[src/verilog/vaddr_pkg.sv]
// Widths, limits and encodings shared by the vector address generator
// Payload structs carried by the request and descriptor queues
`default_nettype none

package vaddr_pkg;

  ////////////////////////////////////////
  // Widths and limits
  ////////////////////////////////////////

  // Byte address
  localparam int unsigned AddrWidth = 32;
  typedef logic [AddrWidth-1:0] addr_t;

  // Element count of one instruction
  localparam int unsigned VlWidth = 16;
  typedef logic [VlWidth-1:0] vlen_t;

  // Byte stride, may be negative
  typedef logic signed [AddrWidth-1:0] stride_t;

  // 4 KiB page, a burst never crosses it
  localparam int unsigned PageBits = 12;

  // Longest incrementing burst in beats
  localparam int unsigned MaxBurstBeats = 256;

  ////////////////////////////////////////
  // Encodings
  ////////////////////////////////////////

  // Value is log2 of the element size in bytes
  typedef enum logic [1:0] {
    EW8  = 2'd0,
    EW16 = 2'd1,
    EW32 = 2'd2,
    EW64 = 2'd3
  } vew_e;

  // Unit-stride and strided loads and stores
  typedef enum logic [1:0] {
    OP_VLE  = 2'd0,
    OP_VSE  = 2'd1,
    OP_VLSE = 2'd2,
    OP_VSSE = 2'd3
  } vop_e;

  ////////////////////////////////////////
  // Queue payloads
  ////////////////////////////////////////

  // One decoded instruction, waiting for the splitter
  typedef struct packed {
    addr_t   addr;
    vlen_t   len;
    stride_t stride;
    vew_e    vew;
    logic    is_load;
    // Unit-stride, turned into incrementing bursts
    logic    is_burst;
  } mem_req_t;

  // One address request as seen by the load/store units
  typedef struct packed {
    addr_t      addr;
    logic [7:0] len;
    logic [2:0] size;
    logic       is_load;
  } lsu_req_t;

endpackage

`default_nettype wire

[src/verilog/vaddr_fifo.sv]
// Synchronous FIFO built on a register array
// Payload type set by a type parameter
`timescale 1ns/1ps
`default_nettype none

module vaddr_fifo #(
  parameter int unsigned Depth = 4,
  parameter type         T     = logic
) (
  input  logic clk_i,
  input  logic rst_ni,
  input  logic push_i,
  input  T     data_i,
  output logic full_o,
  input  logic pop_i,
  output T     data_o,
  output logic empty_o
);

  localparam int unsigned PtrWidth = (Depth > 1) ? $clog2(Depth) : 1;
  localparam int unsigned CntWidth = $clog2(Depth + 1);

  // Storage and bookkeeping
  T                    mem_q [Depth];
  logic [PtrWidth-1:0] wr_ptr_q;
  logic [PtrWidth-1:0] rd_ptr_q;
  logic [CntWidth-1:0] count_q;
  logic                do_push;
  logic                do_pop;

  // Pointer wraps at Depth, which need not be a power of two
  function automatic logic [PtrWidth-1:0] ptr_inc(logic [PtrWidth-1:0] ptr);
    if (ptr == PtrWidth'(Depth - 1)) begin
      return '0;
    end
    return ptr + PtrWidth'(1);
  endfunction

  assign full_o  = (count_q == CntWidth'(Depth));
  assign empty_o = (count_q == '0);

  // Push on full and pop on empty are dropped
  assign do_push = push_i && !full_o;
  assign do_pop  = pop_i && !empty_o;

  // Head entry, valid whenever the queue is not empty
  assign data_o = mem_q[rd_ptr_q];

  always_ff @(posedge clk_i or negedge rst_ni) begin
    if (!rst_ni) begin
      wr_ptr_q <= '0;
      rd_ptr_q <= '0;
      count_q  <= '0;
    end else begin
      if (do_push) begin
        wr_ptr_q <= ptr_inc(wr_ptr_q);
      end
      if (do_pop) begin
        rd_ptr_q <= ptr_inc(rd_ptr_q);
      end
      // Count moves only when one side is active
      case ({do_push, do_pop})
        2'b10:   count_q <= count_q + CntWidth'(1);
        2'b01:   count_q <= count_q - CntWidth'(1);
        default: count_q <= count_q;
      endcase
    end
  end

  // Entry storage
  always_ff @(posedge clk_i) begin
    if (do_push) begin
      mem_q[wr_ptr_q] <= data_i;
    end
  end

endmodule

`default_nettype wire

[src/verilog/vaddr_req_decode.sv]
// Instruction intake with a one-entry holding register
// Alignment and length check, acknowledge, push into the request queue
`timescale 1ns/1ps
`default_nettype none

module vaddr_req_decode (
  input  logic                clk_i,
  input  logic                rst_ni,
  // Instruction port
  input  logic                req_valid_i,
  output logic                req_ready_o,
  input  vaddr_pkg::vop_e     req_op_i,
  input  vaddr_pkg::addr_t    req_addr_i,
  input  vaddr_pkg::vlen_t    req_len_i,
  input  vaddr_pkg::stride_t  req_stride_i,
  input  vaddr_pkg::vew_e     req_vew_i,
  // Acknowledge
  output logic                ack_o,
  output logic                ack_error_o,
  // Request queue
  input  logic                queue_full_i,
  output logic                queue_push_o,
  output vaddr_pkg::mem_req_t queue_data_o
);

  ////////////////////////////////////////
  // Holding register
  ////////////////////////////////////////

  logic                busy_q;
  vaddr_pkg::mem_req_t entry_q;
  logic                accept;

  // Ready while nothing is held
  assign req_ready_o = !busy_q;
  assign accept      = req_valid_i && req_ready_o;

  always_ff @(posedge clk_i or negedge rst_ni) begin
    if (!rst_ni) begin
      busy_q <= 1'b0;
    end else if (accept) begin
      busy_q <= 1'b1;
    end else if (ack_o) begin
      // Free again in the cycle after the ack
      busy_q <= 1'b0;
    end
  end

  // Queue entry built at intake
  always_ff @(posedge clk_i) begin
    if (accept) begin
      entry_q.addr     <= req_addr_i;
      entry_q.len      <= req_len_i;
      entry_q.stride   <= req_stride_i;
      entry_q.vew      <= req_vew_i;
      entry_q.is_load  <= (req_op_i == vaddr_pkg::OP_VLE) ||
                          (req_op_i == vaddr_pkg::OP_VLSE);
      // Unit-stride ops become bursts
      entry_q.is_burst <= (req_op_i == vaddr_pkg::OP_VLE) ||
                          (req_op_i == vaddr_pkg::OP_VSE);
    end
  end

  ////////////////////////////////////////
  // Checks and acknowledge
  ////////////////////////////////////////

  vaddr_pkg::addr_t align_mask;
  logic             misaligned;
  logic             zero_len;
  logic             reject;

  // Address bits below the element size must be zero
  assign align_mask = (vaddr_pkg::addr_t'(1) << entry_q.vew) - vaddr_pkg::addr_t'(1);
  assign misaligned = |(entry_q.addr & align_mask);
  assign zero_len   = (entry_q.len == '0);

  // Nothing is issued for these, only the ack
  assign reject = misaligned || zero_len;

  // Good entries wait for room in the queue
  assign queue_push_o = busy_q && !reject && !queue_full_i;
  assign queue_data_o = entry_q;

  // Ack in the push cycle, or at once for a rejected entry
  assign ack_o       = busy_q && (reject || !queue_full_i);
  // Zero length is acknowledged without error
  assign ack_error_o = busy_q && misaligned;

endmodule

`default_nettype wire

[src/verilog/vaddr_burst_split.sv]
// Splits queued memory requests into AR/AW address requests
// Unit-stride becomes page and length bounded bursts, strided one beat per element
// Every transfer is mirrored into the load/store descriptor queue
`timescale 1ns/1ps
`default_nettype none

module vaddr_burst_split #(
  parameter int unsigned BusBytes = 8
) (
  input  logic                 clk_i,
  input  logic                 rst_ni,
  // Request queue
  input  logic                 req_empty_i,
  input  vaddr_pkg::mem_req_t  req_data_i,
  output logic                 req_pop_o,
  // AR channel
  output logic                 ar_valid_o,
  input  logic                 ar_ready_i,
  output vaddr_pkg::addr_t     ar_addr_o,
  output logic [7:0]           ar_len_o,
  output logic [2:0]           ar_size_o,
  // AW channel
  output logic                 aw_valid_o,
  input  logic                 aw_ready_i,
  output vaddr_pkg::addr_t     aw_addr_o,
  output logic [7:0]           aw_len_o,
  output logic [2:0]           aw_size_o,
  // Descriptor queue
  input  logic                 lsu_full_i,
  input  logic                 lsu_empty_i,
  input  logic                 lsu_head_is_load_i,
  output logic                 lsu_push_o,
  output vaddr_pkg::lsu_req_t  lsu_data_o
);

  localparam int unsigned ByteOff = $clog2(BusBytes);
  // Byte offset bits inside one bus beat
  localparam vaddr_pkg::addr_t BeatMask  = vaddr_pkg::addr_t'(BusBytes - 1);
  localparam vaddr_pkg::addr_t BurstSpan =
    vaddr_pkg::addr_t'(vaddr_pkg::MaxBurstBeats * BusBytes);

  typedef enum logic [1:0] {
    ST_IDLE,
    ST_BOUNDS,
    ST_REQ
  } state_e;

  state_e              state_q;
  vaddr_pkg::mem_req_t cur_q;
  vaddr_pkg::addr_t    aligned_start_q;
  vaddr_pkg::addr_t    aligned_end_q;
  vaddr_pkg::addr_t    next_start_q;

  ////////////////////////////////////////
  // Next element and burst bounds
  ////////////////////////////////////////

  vaddr_pkg::addr_t consumed_bytes;
  vaddr_pkg::addr_t consumed_elems;
  vaddr_pkg::addr_t next_addr;
  vaddr_pkg::vlen_t next_len;
  vaddr_pkg::addr_t bnd_addr;
  vaddr_pkg::vlen_t bnd_len;
  vaddr_pkg::addr_t bnd_bytes;
  vaddr_pkg::addr_t last_byte;
  vaddr_pkg::addr_t page_end;
  vaddr_pkg::addr_t burst_end;
  vaddr_pkg::addr_t end_sel;

  // Bytes covered by the current burst, from the element address on
  assign consumed_bytes = next_start_q - cur_q.addr;
  assign consumed_elems = consumed_bytes >> cur_q.vew;

  // Address and count after the current request is sent
  always_comb begin
    if (cur_q.is_burst) begin
      next_addr = next_start_q;
      // Clamp at zero on the last burst
      if (consumed_elems >= vaddr_pkg::addr_t'(cur_q.len)) begin
        next_len = '0;
      end else begin
        next_len = cur_q.len - vaddr_pkg::vlen_t'(consumed_elems);
      end
    end else begin
      next_addr = cur_q.addr + vaddr_pkg::addr_t'(cur_q.stride);
      next_len  = cur_q.len - vaddr_pkg::vlen_t'(1);
    end
  end

  // Bounds come from the fresh entry, or from the advanced one after a transfer
  assign bnd_addr = (state_q == ST_REQ) ? next_addr : cur_q.addr;
  assign bnd_len  = (state_q == ST_REQ) ? next_len : cur_q.len;

  assign bnd_bytes = vaddr_pkg::addr_t'(bnd_len) << cur_q.vew;
  assign last_byte = bnd_addr + bnd_bytes - vaddr_pkg::addr_t'(1);
  assign page_end  = {bnd_addr[vaddr_pkg::AddrWidth-1:vaddr_pkg::PageBits],
                      {vaddr_pkg::PageBits{1'b1}}};
  assign burst_end = (bnd_addr & ~BeatMask) + BurstSpan - vaddr_pkg::addr_t'(1);

  // Smallest of request end, page end and burst limit
  always_comb begin
    end_sel = last_byte;
    if (page_end < end_sel) begin
      end_sel = page_end;
    end
    if (burst_end < end_sel) begin
      end_sel = burst_end;
    end
  end

  ////////////////////////////////////////
  // Request handshake
  ////////////////////////////////////////

  logic             dir_ok;
  logic             ax_valid;
  logic             ax_ready;
  logic             xfer;
  vaddr_pkg::addr_t beat_span;
  logic [7:0]       ax_len;
  logic [2:0]       ax_size;

  // Queue holds one direction only, so the head tells it
  assign dir_ok   = lsu_empty_i || (lsu_head_is_load_i == cur_q.is_load);
  assign ax_valid = (state_q == ST_REQ) && dir_ok && !lsu_full_i;
  assign ax_ready = cur_q.is_load ? ar_ready_i : aw_ready_i;
  assign xfer     = ax_valid && ax_ready;

  // Beats minus one of the burst
  assign beat_span = (aligned_end_q - aligned_start_q) >> ByteOff;
  assign ax_len    = cur_q.is_burst ? beat_span[7:0] : 8'd0;
  assign ax_size   = cur_q.is_burst ? 3'(ByteOff) : {1'b0, cur_q.vew};

  assign ar_valid_o = ax_valid && cur_q.is_load;
  assign ar_addr_o  = cur_q.addr;
  assign ar_len_o   = ax_len;
  assign ar_size_o  = ax_size;

  assign aw_valid_o = ax_valid && !cur_q.is_load;
  assign aw_addr_o  = cur_q.addr;
  assign aw_len_o   = ax_len;
  assign aw_size_o  = ax_size;

  // Descriptor goes out with the address transfer
  assign lsu_push_o         = xfer;
  assign lsu_data_o.addr    = cur_q.addr;
  assign lsu_data_o.len     = ax_len;
  assign lsu_data_o.size    = ax_size;
  assign lsu_data_o.is_load = cur_q.is_load;

  // Take a new entry only when idle
  assign req_pop_o = (state_q == ST_IDLE) && !req_empty_i;

  ////////////////////////////////////////
  // State and registers
  ////////////////////////////////////////

  always_ff @(posedge clk_i or negedge rst_ni) begin
    if (!rst_ni) begin
      state_q <= ST_IDLE;
    end else begin
      case (state_q)
        ST_IDLE:   if (req_pop_o) state_q <= ST_BOUNDS;
        ST_BOUNDS: state_q <= ST_REQ;
        // Last transfer ends the request
        ST_REQ:    if (xfer && (next_len == '0)) state_q <= ST_IDLE;
        default:   state_q <= ST_IDLE;
      endcase
    end
  end

  always_ff @(posedge clk_i) begin
    if (req_pop_o) begin
      cur_q <= req_data_i;
    end else if (xfer) begin
      cur_q.addr <= next_addr;
      cur_q.len  <= next_len;
    end
    // Bounds for the first burst, then for each following one
    if ((state_q == ST_BOUNDS) || xfer) begin
      aligned_start_q <= bnd_addr & ~BeatMask;
      aligned_end_q   <= end_sel & ~BeatMask;
      next_start_q    <= (end_sel & ~BeatMask) + vaddr_pkg::addr_t'(BusBytes);
    end
  end

endmodule

`default_nettype wire

[src/verilog/vaddr_gen.sv]
// Vector address generator top level
// Decoder, request queue, burst splitter and descriptor queue
`timescale 1ns/1ps
`default_nettype none

module vaddr_gen #(
  parameter int unsigned BusBytes = 8,
  parameter int unsigned ReqDepth = 4,
  parameter int unsigned LsuDepth = 4
) (
  input  logic               clk_i,
  input  logic               rst_ni,
  // Instruction port
  input  logic               req_valid_i,
  output logic               req_ready_o,
  input  vaddr_pkg::vop_e    req_op_i,
  input  vaddr_pkg::addr_t   req_addr_i,
  input  vaddr_pkg::vlen_t   req_len_i,
  input  vaddr_pkg::stride_t req_stride_i,
  input  vaddr_pkg::vew_e    req_vew_i,
  // Acknowledge
  output logic               ack_o,
  output logic               ack_error_o,
  // AR channel
  output logic               ar_valid_o,
  input  logic               ar_ready_i,
  output vaddr_pkg::addr_t   ar_addr_o,
  output logic [7:0]         ar_len_o,
  output logic [2:0]         ar_size_o,
  // AW channel
  output logic               aw_valid_o,
  input  logic               aw_ready_i,
  output vaddr_pkg::addr_t   aw_addr_o,
  output logic [7:0]         aw_len_o,
  output logic [2:0]         aw_size_o,
  // Load/store descriptors
  output logic               lsu_valid_o,
  input  logic               lsu_ready_i,
  output vaddr_pkg::addr_t   lsu_addr_o,
  output logic [7:0]         lsu_len_o,
  output logic [2:0]         lsu_size_o,
  output logic               lsu_is_load_o
);

  // Decoder to request queue
  logic                req_push;
  logic                req_full;
  vaddr_pkg::mem_req_t req_in;

  // Request queue to splitter
  logic                req_pop;
  logic                req_empty;
  vaddr_pkg::mem_req_t req_head;

  // Splitter to descriptor queue
  logic                lsu_push;
  logic                lsu_full;
  logic                lsu_empty;
  vaddr_pkg::lsu_req_t lsu_in;
  vaddr_pkg::lsu_req_t lsu_head;

  vaddr_req_decode u_decode (
    .clk_i        (clk_i),
    .rst_ni       (rst_ni),
    .req_valid_i  (req_valid_i),
    .req_ready_o  (req_ready_o),
    .req_op_i     (req_op_i),
    .req_addr_i   (req_addr_i),
    .req_len_i    (req_len_i),
    .req_stride_i (req_stride_i),
    .req_vew_i    (req_vew_i),
    .ack_o        (ack_o),
    .ack_error_o  (ack_error_o),
    .queue_full_i (req_full),
    .queue_push_o (req_push),
    .queue_data_o (req_in)
  );

  vaddr_fifo #(
    .Depth (ReqDepth),
    .T     (vaddr_pkg::mem_req_t)
  ) u_req_q (
    .clk_i   (clk_i),
    .rst_ni  (rst_ni),
    .push_i  (req_push),
    .data_i  (req_in),
    .full_o  (req_full),
    .pop_i   (req_pop),
    .data_o  (req_head),
    .empty_o (req_empty)
  );

  vaddr_burst_split #(
    .BusBytes (BusBytes)
  ) u_split (
    .clk_i              (clk_i),
    .rst_ni             (rst_ni),
    .req_empty_i        (req_empty),
    .req_data_i         (req_head),
    .req_pop_o          (req_pop),
    .ar_valid_o         (ar_valid_o),
    .ar_ready_i         (ar_ready_i),
    .ar_addr_o          (ar_addr_o),
    .ar_len_o           (ar_len_o),
    .ar_size_o          (ar_size_o),
    .aw_valid_o         (aw_valid_o),
    .aw_ready_i         (aw_ready_i),
    .aw_addr_o          (aw_addr_o),
    .aw_len_o           (aw_len_o),
    .aw_size_o          (aw_size_o),
    .lsu_full_i         (lsu_full),
    .lsu_empty_i        (lsu_empty),
    .lsu_head_is_load_i (lsu_head.is_load),
    .lsu_push_o         (lsu_push),
    .lsu_data_o         (lsu_in)
  );

  // Pop on ready, an empty queue ignores it
  vaddr_fifo #(
    .Depth (LsuDepth),
    .T     (vaddr_pkg::lsu_req_t)
  ) u_lsu_q (
    .clk_i   (clk_i),
    .rst_ni  (rst_ni),
    .push_i  (lsu_push),
    .data_i  (lsu_in),
    .full_o  (lsu_full),
    .pop_i   (lsu_ready_i),
    .data_o  (lsu_head),
    .empty_o (lsu_empty)
  );

  // Descriptor head fields
  assign lsu_valid_o   = !lsu_empty;
  assign lsu_addr_o    = lsu_head.addr;
  assign lsu_len_o     = lsu_head.len;
  assign lsu_size_o    = lsu_head.size;
  assign lsu_is_load_o = lsu_head.is_load;

endmodule

`default_nettype wire

[config.mk]
export PLATFORM = sky130hd
export DESIGN_NAME = vaddr_gen
export DESIGN_NICKNAME = d
export VERILOG_FILES = /design/src/verilog/vaddr_pkg.sv /design/src/verilog/vaddr_fifo.sv /design/src/verilog/vaddr_req_decode.sv /design/src/verilog/vaddr_burst_split.sv /design/src/verilog/vaddr_gen.sv
export SDC_FILE = /design/constraint.sdc
export NUM_CORES = 1
export LEC_CHECK = 0
export BUFFER_PORTS_ARGS = -buffer_cell sky130_fd_sc_hd__clkbuf_2
export CELL_PAD_IN_SITES_DETAIL_PLACEMENT = 1
export CELL_PAD_IN_SITES_GLOBAL_PLACEMENT = 2
export CORE_MARGIN = 2
export CORE_UTILIZATION = 43
export CTS_BUF_LIST = sky130_fd_sc_hd__clkbuf_4 sky130_fd_sc_hd__clkbuf_8 sky130_fd_sc_hd__clkbuf_16
export DETAILED_ROUTE_END_ITERATION = 6
export HOLD_SLACK_MARGIN = 0.02
export PLACE_DENSITY = 0.86
export SYNTH_ARGS = -nofsm -noshare
export SYNTH_HDL_FRONTEND = slang
export SYNTH_SLANG_ARGS = --single-unit
[constraint.sdc]
create_clock -name clk_i -period 20 [get_ports clk_i]
set_input_delay 4 -clock clk_i [delete_from_list [all_inputs] [get_ports clk_i]]
set_output_delay 4 -clock clk_i [all_outputs]
set_load 0.05 [all_outputs]
=== After elaboration in Yosys (flattened, before gate mapping) ===
Memory sizes are Yosys's and may differ from the RTL's.
Cells that the tools add are included.

* Memories: 2
* Memory bits (writable): 508
* Register bits: 233
* Output and inout bits: 136
* Bits of input ports: 90
* Logic and storage cells: 148

* Bitwise gates (word level): 1
* Mux-type cells: 39
* Eq/ne operators: 17
* Magnitude comparators: 3
* Shift-type cells: 3
* Add/sub/neg operators: 19
* Reductions and logical operators: 41

{| class="wikitable"
|+ Memory list
! memory !! words !! bits a word !! read ports !! clocked after memory_dff !! write ports !! RTL line !! source
|-
| u_req_q.mem_q || 4 || 84 || 1 || 0 || 1 || vaddr_fifo.sv:24 || <nowiki>T mem_q [Depth];</nowiki>
|-
| u_lsu_q.mem_q || 4 || 43 || 1 || 0 || 1 || vaddr_fifo.sv:24 ||
|}

{| class="wikitable"
|+ Operator list
! kind !! number
|-
| 2-to-1 mux 32 bit || 4
|-
| 2-to-1 mux 48 bit || 2
|-
| subtractor 32 x 1 -> 32 bit (second input constant) || 3
|-
| adder 32 bit || 2
|-
| < comparator 32 bit || 2
|-
| 2-to-1 mux 16 bit || 3
|-
| adder 32 x 12 -> 32 bit (second input constant) || 1
|-
| adder 32 x 4 -> 32 bit (second input constant) || 1
|-
| AND 32 bit || 1
|-
| greater-or-equal comparator 32 x 16 -> 1 bit || 1
|-
| zero test 16 bit || 2
|-
| OR reduction 32 bit || 1
|-
| << shifter 1 x 2 -> 32 bit (first input constant) || 1
|-
| << shifter 16 x 2 -> 32 bit || 1
|-
| right shift 32 x 2 -> 32 bit || 1
|-
| subtractor 32 bit || 1
|-
| 2-to-1 mux 2 bit || 11
|-
| equality test 2 bit (second input constant) || 8
|-
| logical AND 1 bit || 16
|-
| subtractor 16 x 1 -> 16 bit (second input constant) || 1
|-
| subtractor 16 bit || 1
|-
| 2-to-1 mux 1 bit || 15
|-
| one-hot mux 3 bit (2 select lines) || 2
|-
| subtractor 11 bit || 1
|-
| 15 further kinds || 41
|}

=== Logic depth before layout (Yosys ltp) ===
* Depth in word-level cells: 14
* Depth in mapped cells: 90
* Depth with buffers taken out: 83

=== Modules after synthesis ===
From an unflattened synthesis, not the netlist that was laid out.

* Cells, all modules: 3,224
* Area, all modules: 40,756.6 um^2

{| class="wikitable"
|+ Modules (own cells, without submodules)
! module !! instances !! seq. area each (um^2) !! area each (um^2) !! cells an instance
|-
| vaddr_burst_split || 1 || 3,923.8 || 18,504.0 || 2,351
|-
| vaddr_fifo at u_req_q || 1 || 10,264.8 || 12,572.1 || 481
|-
| vaddr_fifo at u_lsu_q || 1 || 5,460.2 || 6,861.6 || 270
|-
| vaddr_req_decode || 1 || 2,547.4 || 2,815.2 || 121
|-
| vaddr_gen || 1 || 0.0 || 3.8 || 1
|}

=== Worst setup path after synthesis ===
No wires, ideal clock.

* Kind: register -> register
* Start point: reg u_split.cur_q, in the netlist u_split.ar_addr_o[4]
* End point: reg u_split.next_start_q[25] (data pin)
* Data required time: 19.737 ns
* Cell stages (with the launch flop): 86
* Library setup time: 0.263 ns
* Path buffers: 9
* Setup slack: 4.126 ns
* Clock period less this slack: 15.874 ns
* Arrival time: 15.611 ns
* Cells stage by stage: edfxtp_1 > inv_1 > ha_1 > a21o_1 > a221o_1 > a221oi_4 > nor2_1 > nor2_1 > xnor2_1 > mux2i_1 > and2_1 > a31oi_1 > ha_1 > and4_1 > a211oi_1 > o311a_1 > o211ai_1 > a211oi_1 > [... 50 more ...] > a211o_1 > a2111oi_0 > nor2_1 > o31ai_4 > buf_4 > buf_2 > buf_4 > buf_2 > a21oi_1 > ha_1 > clkbuf_1 > nand3_1 > nor3_1 > a41o_1 > a22oi_2 > nor2_1 > xor2_1 > mux2i_1

* Word-level cells in the longest chain between the ends: 14
* Elaborated cells between the ends (all ways): 20
* Those cells by class: add/sub: 8; order compare: 3; shift: 2; mux: 7

{| class="wikitable"
|+ Ends and longest elaborated chain
! what !! RTL line !! source
|-
| start: declaration || vaddr_burst_split.sv:49 || <nowiki>vaddr_pkg::mem_req_t cur_q;</nowiki>
|-
| start signal: assignment || vaddr_burst_split.sv:174 || <nowiki>cur_q <= req_data_i;</nowiki>
|-
| subtractor 32 bit || vaddr_burst_split.sv:71 || <nowiki>assign consumed_bytes = next_start_q - cur_q.addr;</nowiki>
|-
| right shift 32 x 2 -> 32 bit || vaddr_burst_split.sv:72 || <nowiki>assign consumed_elems = consumed_bytes >> cur_q.vew;</nowiki>
|-
| greater-or-equal comparator 32 x 16 -> 1 bit or subtractor 16 bit (tied branches) || vaddr_burst_split.sv:79, vaddr_burst_split.sv:82 ||
|-
| 2-to-1 mux 16 bit || vaddr_burst_split.sv:79 || <nowiki>if (consumed_elems >= vaddr_pkg::addr_t'(cur_q.len)) begin</nowiki>
|-
| 2-to-1 mux 16 bit || vaddr_burst_split.sv:76 || <nowiki>if (cur_q.is_burst) begin</nowiki>
|-
| 2-to-1 mux 16 bit || vaddr_burst_split.sv:92 || <nowiki>assign bnd_len = (state_q == ST_REQ) ? next_len : cur_q.len;</nowiki>
|-
| << shifter 16 x 2 -> 32 bit || vaddr_burst_split.sv:94 || <nowiki>assign bnd_bytes = vaddr_pkg::addr_t'(bnd_len) << cur_q.vew;</nowiki>
|-
| adder 32 bit || vaddr_burst_split.sv:95 || <nowiki>assign last_byte = bnd_addr + bnd_bytes - vaddr_pkg::addr_t'(1);</nowiki>
|-
| subtractor 32 x 1 -> 32 bit || vaddr_burst_split.sv:95 ||
|-
| < comparator 32 bit || vaddr_burst_split.sv:103 || <nowiki>if (page_end < end_sel) begin</nowiki>
|-
| 2-to-1 mux 32 bit || vaddr_burst_split.sv:103 ||
|-
| < comparator 32 bit || vaddr_burst_split.sv:106 || <nowiki>if (burst_end < end_sel) begin</nowiki>
|-
| 2-to-1 mux 32 bit (*) || vaddr_burst_split.sv:106 ||
|-
| net u_split.end_sel[4] || vaddr_burst_split.sv:68 || <nowiki>vaddr_pkg::addr_t end_sel;</nowiki>
|-
| adder 32 x 4 -> 32 bit (*) || vaddr_burst_split.sv:183 || <nowiki>next_start_q <= (end_sel & ~BeatMask) + vaddr_pkg::addr_t'(BusBytes);</nowiki>
|-
| end signal: assignment || vaddr_burst_split.sv:183 ||
|-
| end: declaration || vaddr_burst_split.sv:52 || <nowiki>vaddr_pkg::addr_t next_start_q;</nowiki>
|}

Mark *: on every way through the listed nets, which the timed path passes. The rest lies on a longest branch.
A chain may end at the register's enable or synchronous reset.

=== Worst setup path after layout ===
* Start point: reg u_split.cur_q, in the netlist u_split.ar_addr_o[12]
* End point: reg u_split.next_start_q[31] (data pin)

Same word-level chain as after synthesis.

==> results.md <==
- RSZ-0062 raised after global routing: false
- Last weighted congestion value of the routability-driven placer: 0.942
- Number of distinct library cell variants in the gate-level netlist after synthesis: 105
- Accumulated negative setup slack: 0 ns
- EDFF count, synth: 721
- Number of max-cap violations: 0
- Buffers inserted by post-CTS timing repair: 0
- Classification of the worst-slack hold path: reg -> reg
- Sequential standard cell area: 22100 um^2
- Layout cell share with drive strength beyond 1: 0.180
- Least-Margin Pin Slew: 1.03 ns
- Initial drt markers: 1993
- Clock-pin slew on the worst setup and hold paths: 0.06 ns
- Crit end category: register
- Multi-input logic area: 15800 um^2
- Area growth from synthesis to layout: 11.8%
- Core region area: 91700 um^2
- Chip width: 308 um
- Status: completed
- Number of slew-limit violations in the final report: 0
- Wire length of the first global-routing pass: 176 mm
- Synthesized cell area: 39800 um^2
- Number of placement rows: 111
- Worst Setup Path Type: reg -> reg
- Register area share after synthesis: 0.555
- Die Area: 94900 um^2
- Hold Vio Cnt, Final: 0
- I/O pin total: 226
- Critical path data required time: 20.39 ns
- TritonCTS clock tree: yes
- Leading area contributor after synthesis: sky130_fd_sc_hd__edfxtp_1
- Fill cell instance count of the final layout: 9378
- Synth top area cells: sky130_fd_sc_hd__edfxtp_1 (54%), sky130_fd_sc_hd__mux4_2 (7.2%), sky130_fd_sc_hd__ha_1 (6.6%), sky130_fd_sc_hd__xnor2_1 (2.3%), sky130_fd_sc_hd__nand2_1 (2.2%)
- Count of vias placed by the detailed router: 26163
- CP max-delay cell: sky130_fd_sc_hd__or3_1
- Number of port buffers: 222
- Relative max-transition margin: 0.307
- Setup slack of the worst register-to-register path: 1.47 ns
- Total Wirelength: 117 mm
- List of most frequent post-synthesis cells: sky130_fd_sc_hd__edfxtp_1 (721), sky130_fd_sc_hd__nand2_1 (230), sky130_fd_sc_hd__inv_1 (211)
- Yosys warnings: 0
- Final #Nets: 3558
- Most frequent cell after synthesis: sky130_fd_sc_hd__edfxtp_1
- Grt peak-use layer: met2
- Maximum number of pins on one net before global-route repair: 68
- Number of global-route vias before repair: 27611
- Bufs on Longest Clock Path: 3
- Clk root buf: sky130_fd_sc_hd__clkbuf_16
- Critical path peak fanout: 17
- Count of antenna-violating nets left after detailed routing: 0
- Met2 GRT Util: 0.389
- Post-DR vias/cell: 5.81
- Family of cells with the greatest summed delay on the critical path: compound AO/OA/AOI/OAI gates
- Data arrival time of the critical path: 18.92 ns
- Met3 usage in global routing: 0.0288
- Min Clock Period, post-route: 18.53 ns
- Register bit count reported by yosys: 738
- Share of the cycle needed by the critical path after routing: 0.926
- Number of sinks driven by the clock tree: 738
- Avg Synthesized Cell Area: 12.8 um^2
- Number of standard cells after synthesis: 3115
- Share of flip-flops with an asynchronous set or reset after synthesis: 0.0230
- Global-route total usage across every layer: 0.247
- Clk Latency, worst-skew pair: 0.67 ns
- Drt pass-1 iters: 5
- CP bufs+invs: 4
- Share of Yosys cell area claimed by the top area cell type: 0.544
- Die H: 308 um
- Half-perimeter wire length of the detailed placement result: 88.3 mm
- Delay of the slowest critical-path stage: 0.66 ns
- Category of the worst setup path launch point: register
- Per-cell routed wire length: 25.9 um
- TritonCTS buffer count: 81
- Antenna violations before repair: 13
- Fmax: 0.0540 GHz
- Number of remaining DRC errors: 0
- Grt total ovfl: 0
- GR Layer Usage met1: 0.364
- Number of levels in the clock H-tree: 3
- Starting utilization of the core area: 0.434
- Most used DFF post-synth: sky130_fd_sc_hd__edfxtp_1
- Worst clock skew: 0.0314 ns
- Final setup violation count: 0
## cells by family after synthesis
kind of cell	share of synthesized area
DFF	0.555
and+or+nand+nor	0.0898
AOI/OAI and AO/OA	0.103
buffers and inverters	0.0485
muxes	0.0990
adders and majority gates	0.0683
xor gates and xnor gates	0.0363
other	0.0000943
## cell usage in the layout, fill, tap and decap left out, types with 17 or more instances in the layout
cell | Yosys | final
sky130_fd_sc_hd__nand2b_1 | 28 | 27
sky130_fd_sc_hd__a211oi_1 | 17 | 17
sky130_fd_sc_hd__xor2_1 | 58 | 58
sky130_fd_sc_hd__nand4_1 | 36 | 36
sky130_fd_sc_hd__clkinv_1 | 0 | 18
sky130_fd_sc_hd__xnor2_1 | 105 | 105
sky130_fd_sc_hd__nor3_1 | 61 | 60
sky130_fd_sc_hd__ha_1 | 209 | 209
sky130_fd_sc_hd__mux2i_1 | 80 | 80
sky130_fd_sc_hd__mux4_2 | 128 | 128
sky130_fd_sc_hd__nand3_1 | 52 | 52
sky130_fd_sc_hd__nor4_1 | 20 | 20
sky130_fd_sc_hd__o21ai_0 | 156 | 156
sky130_fd_sc_hd__a21o_1 | 71 | 71
sky130_fd_sc_hd__or3_1 | 23 | 23
sky130_fd_sc_hd__o21a_1 | 31 | 31
sky130_fd_sc_hd__nor2_1 | 162 | 162
sky130_fd_sc_hd__a21oi_1 | 147 | 147
sky130_fd_sc_hd__clkbuf_16 | 0 | 81
sky130_fd_sc_hd__nor2b_1 | 21 | 19
sky130_fd_sc_hd__mux2_2 | 19 | 19
sky130_fd_sc_hd__inv_1 | 211 | 211
sky130_fd_sc_hd__buf_4 | 91 | 37
sky130_fd_sc_hd__nand2_1 | 230 | 229
sky130_fd_sc_hd__clkbuf_2 | 0 | 222
sky130_fd_sc_hd__and3_1 | 28 | 28
sky130_fd_sc_hd__edfxtp_1 | 721 | 721
sky130_fd_sc_hd__a31oi_1 | 27 | 27
## stage by stage
stage / utilization / hold slack (ns) / cell area (um^2) / instances / worst slack [ns]
3_3_place_gp: 0.453 / 0.448 / 41600 / 4357 / 1.76
6_report: 0.485 / 0.472 / 44500 / 4505 / 1.47
2_1_floorplan: - / 0.434 / 39800 / 3117 / 4.13
4_1_cts: 0.485 / 0.474 / 44500 / 4503 / 1.32
3_5_place_dp: 0.453 / 0.463 / 41600 / 4357 / 1.42
5_1_grt: 0.485 / 0.506 / 44500 / 4503 / 0.243
## routing by layer
metal | routed length [um] | part of all wire
met1 | 55500 | 0.47
met2 | 53300 | 0.46
met3 | 5960 | 0.051
met4 | 2140 | 0.018
met5 | 0 | 0
## state kept, by name (all words and copies together) (netlist names)
name                     flops
u_decode.busy_q              1
u_decode.queue_data_o       84
u_lsu_q.count_q              3
u_lsu_q.mem_q              172
u_lsu_q.rd_ptr_q             2
u_lsu_q.wr_ptr_q             2
u_req_q.count_q              3
u_req_q.mem_q              336
u_req_q.rd_ptr_q             2
u_req_q.wr_ptr_q             2
u_split.aligned_end_q        8
u_split.aligned_start_q      8
u_split.ar_addr_o           32
u_split.cur_q               51
u_split.lsu_data_o           1
u_split.next_start_q        29
u_split.state_q              2
## worst paths after layout
kind | cells past startpoint | endpoint | from
setup / recovery | 77 | u_split.next_start_q[31] | u_split.ar_addr_o[12]
hold / removal | 1 | u_lsu_q.count_q[2] | u_lsu_q.count_q[2]
setup reg to reg | 77 | u_split.next_start_q[31] | u_split.ar_addr_o[12]
hold reg to reg | 1 | u_lsu_q.count_q[2] | u_lsu_q.count_q[2]
max in group asynchronous | 1 | u_lsu_q.rd_ptr_q[0] | rst_ni
min in group asynchronous | 1 | u_req_q.wr_ptr_q[1] | rst_ni
## repair_timing
item                       in CTS  in global routing
hold endpoints to repair        0                  0
hold buffers                    0                  0
setup endpoints to repair       0                  5
gates resized for setup         0                  1
## worst reg2reg max path: cells and delay by family, from the launching register on
| kind | cells | cell delay, ns |
|---|---|---|
| flops | 1 | 0.54 |
| compound gates | 35 | 8.29 |
| fa+ha+maj | 7 | 2.47 |
| buf+inv | 4 | 0.59 |
| simple gates | 26 | 5.62 |
| xor+xnor | 3 | 0.48 |
| mux | 2 | 0.31 |
## cell type report
class | count | share of cell area
timing repair buffer | 259 | 0.0312
inverter | 213 | 0.0180
sequential | 738 | 0.497
antenna | 2 | 0.000113
multi-input combinational | 1961 | 0.356
clock inverter | 54 | 0.0177
clock buffer | 92 | 0.0474
tap | 1186 | 0.0334
Power is not shown: default switching activity piles up to over one toggle a cycle in this logic, so the estimate is an artifact.
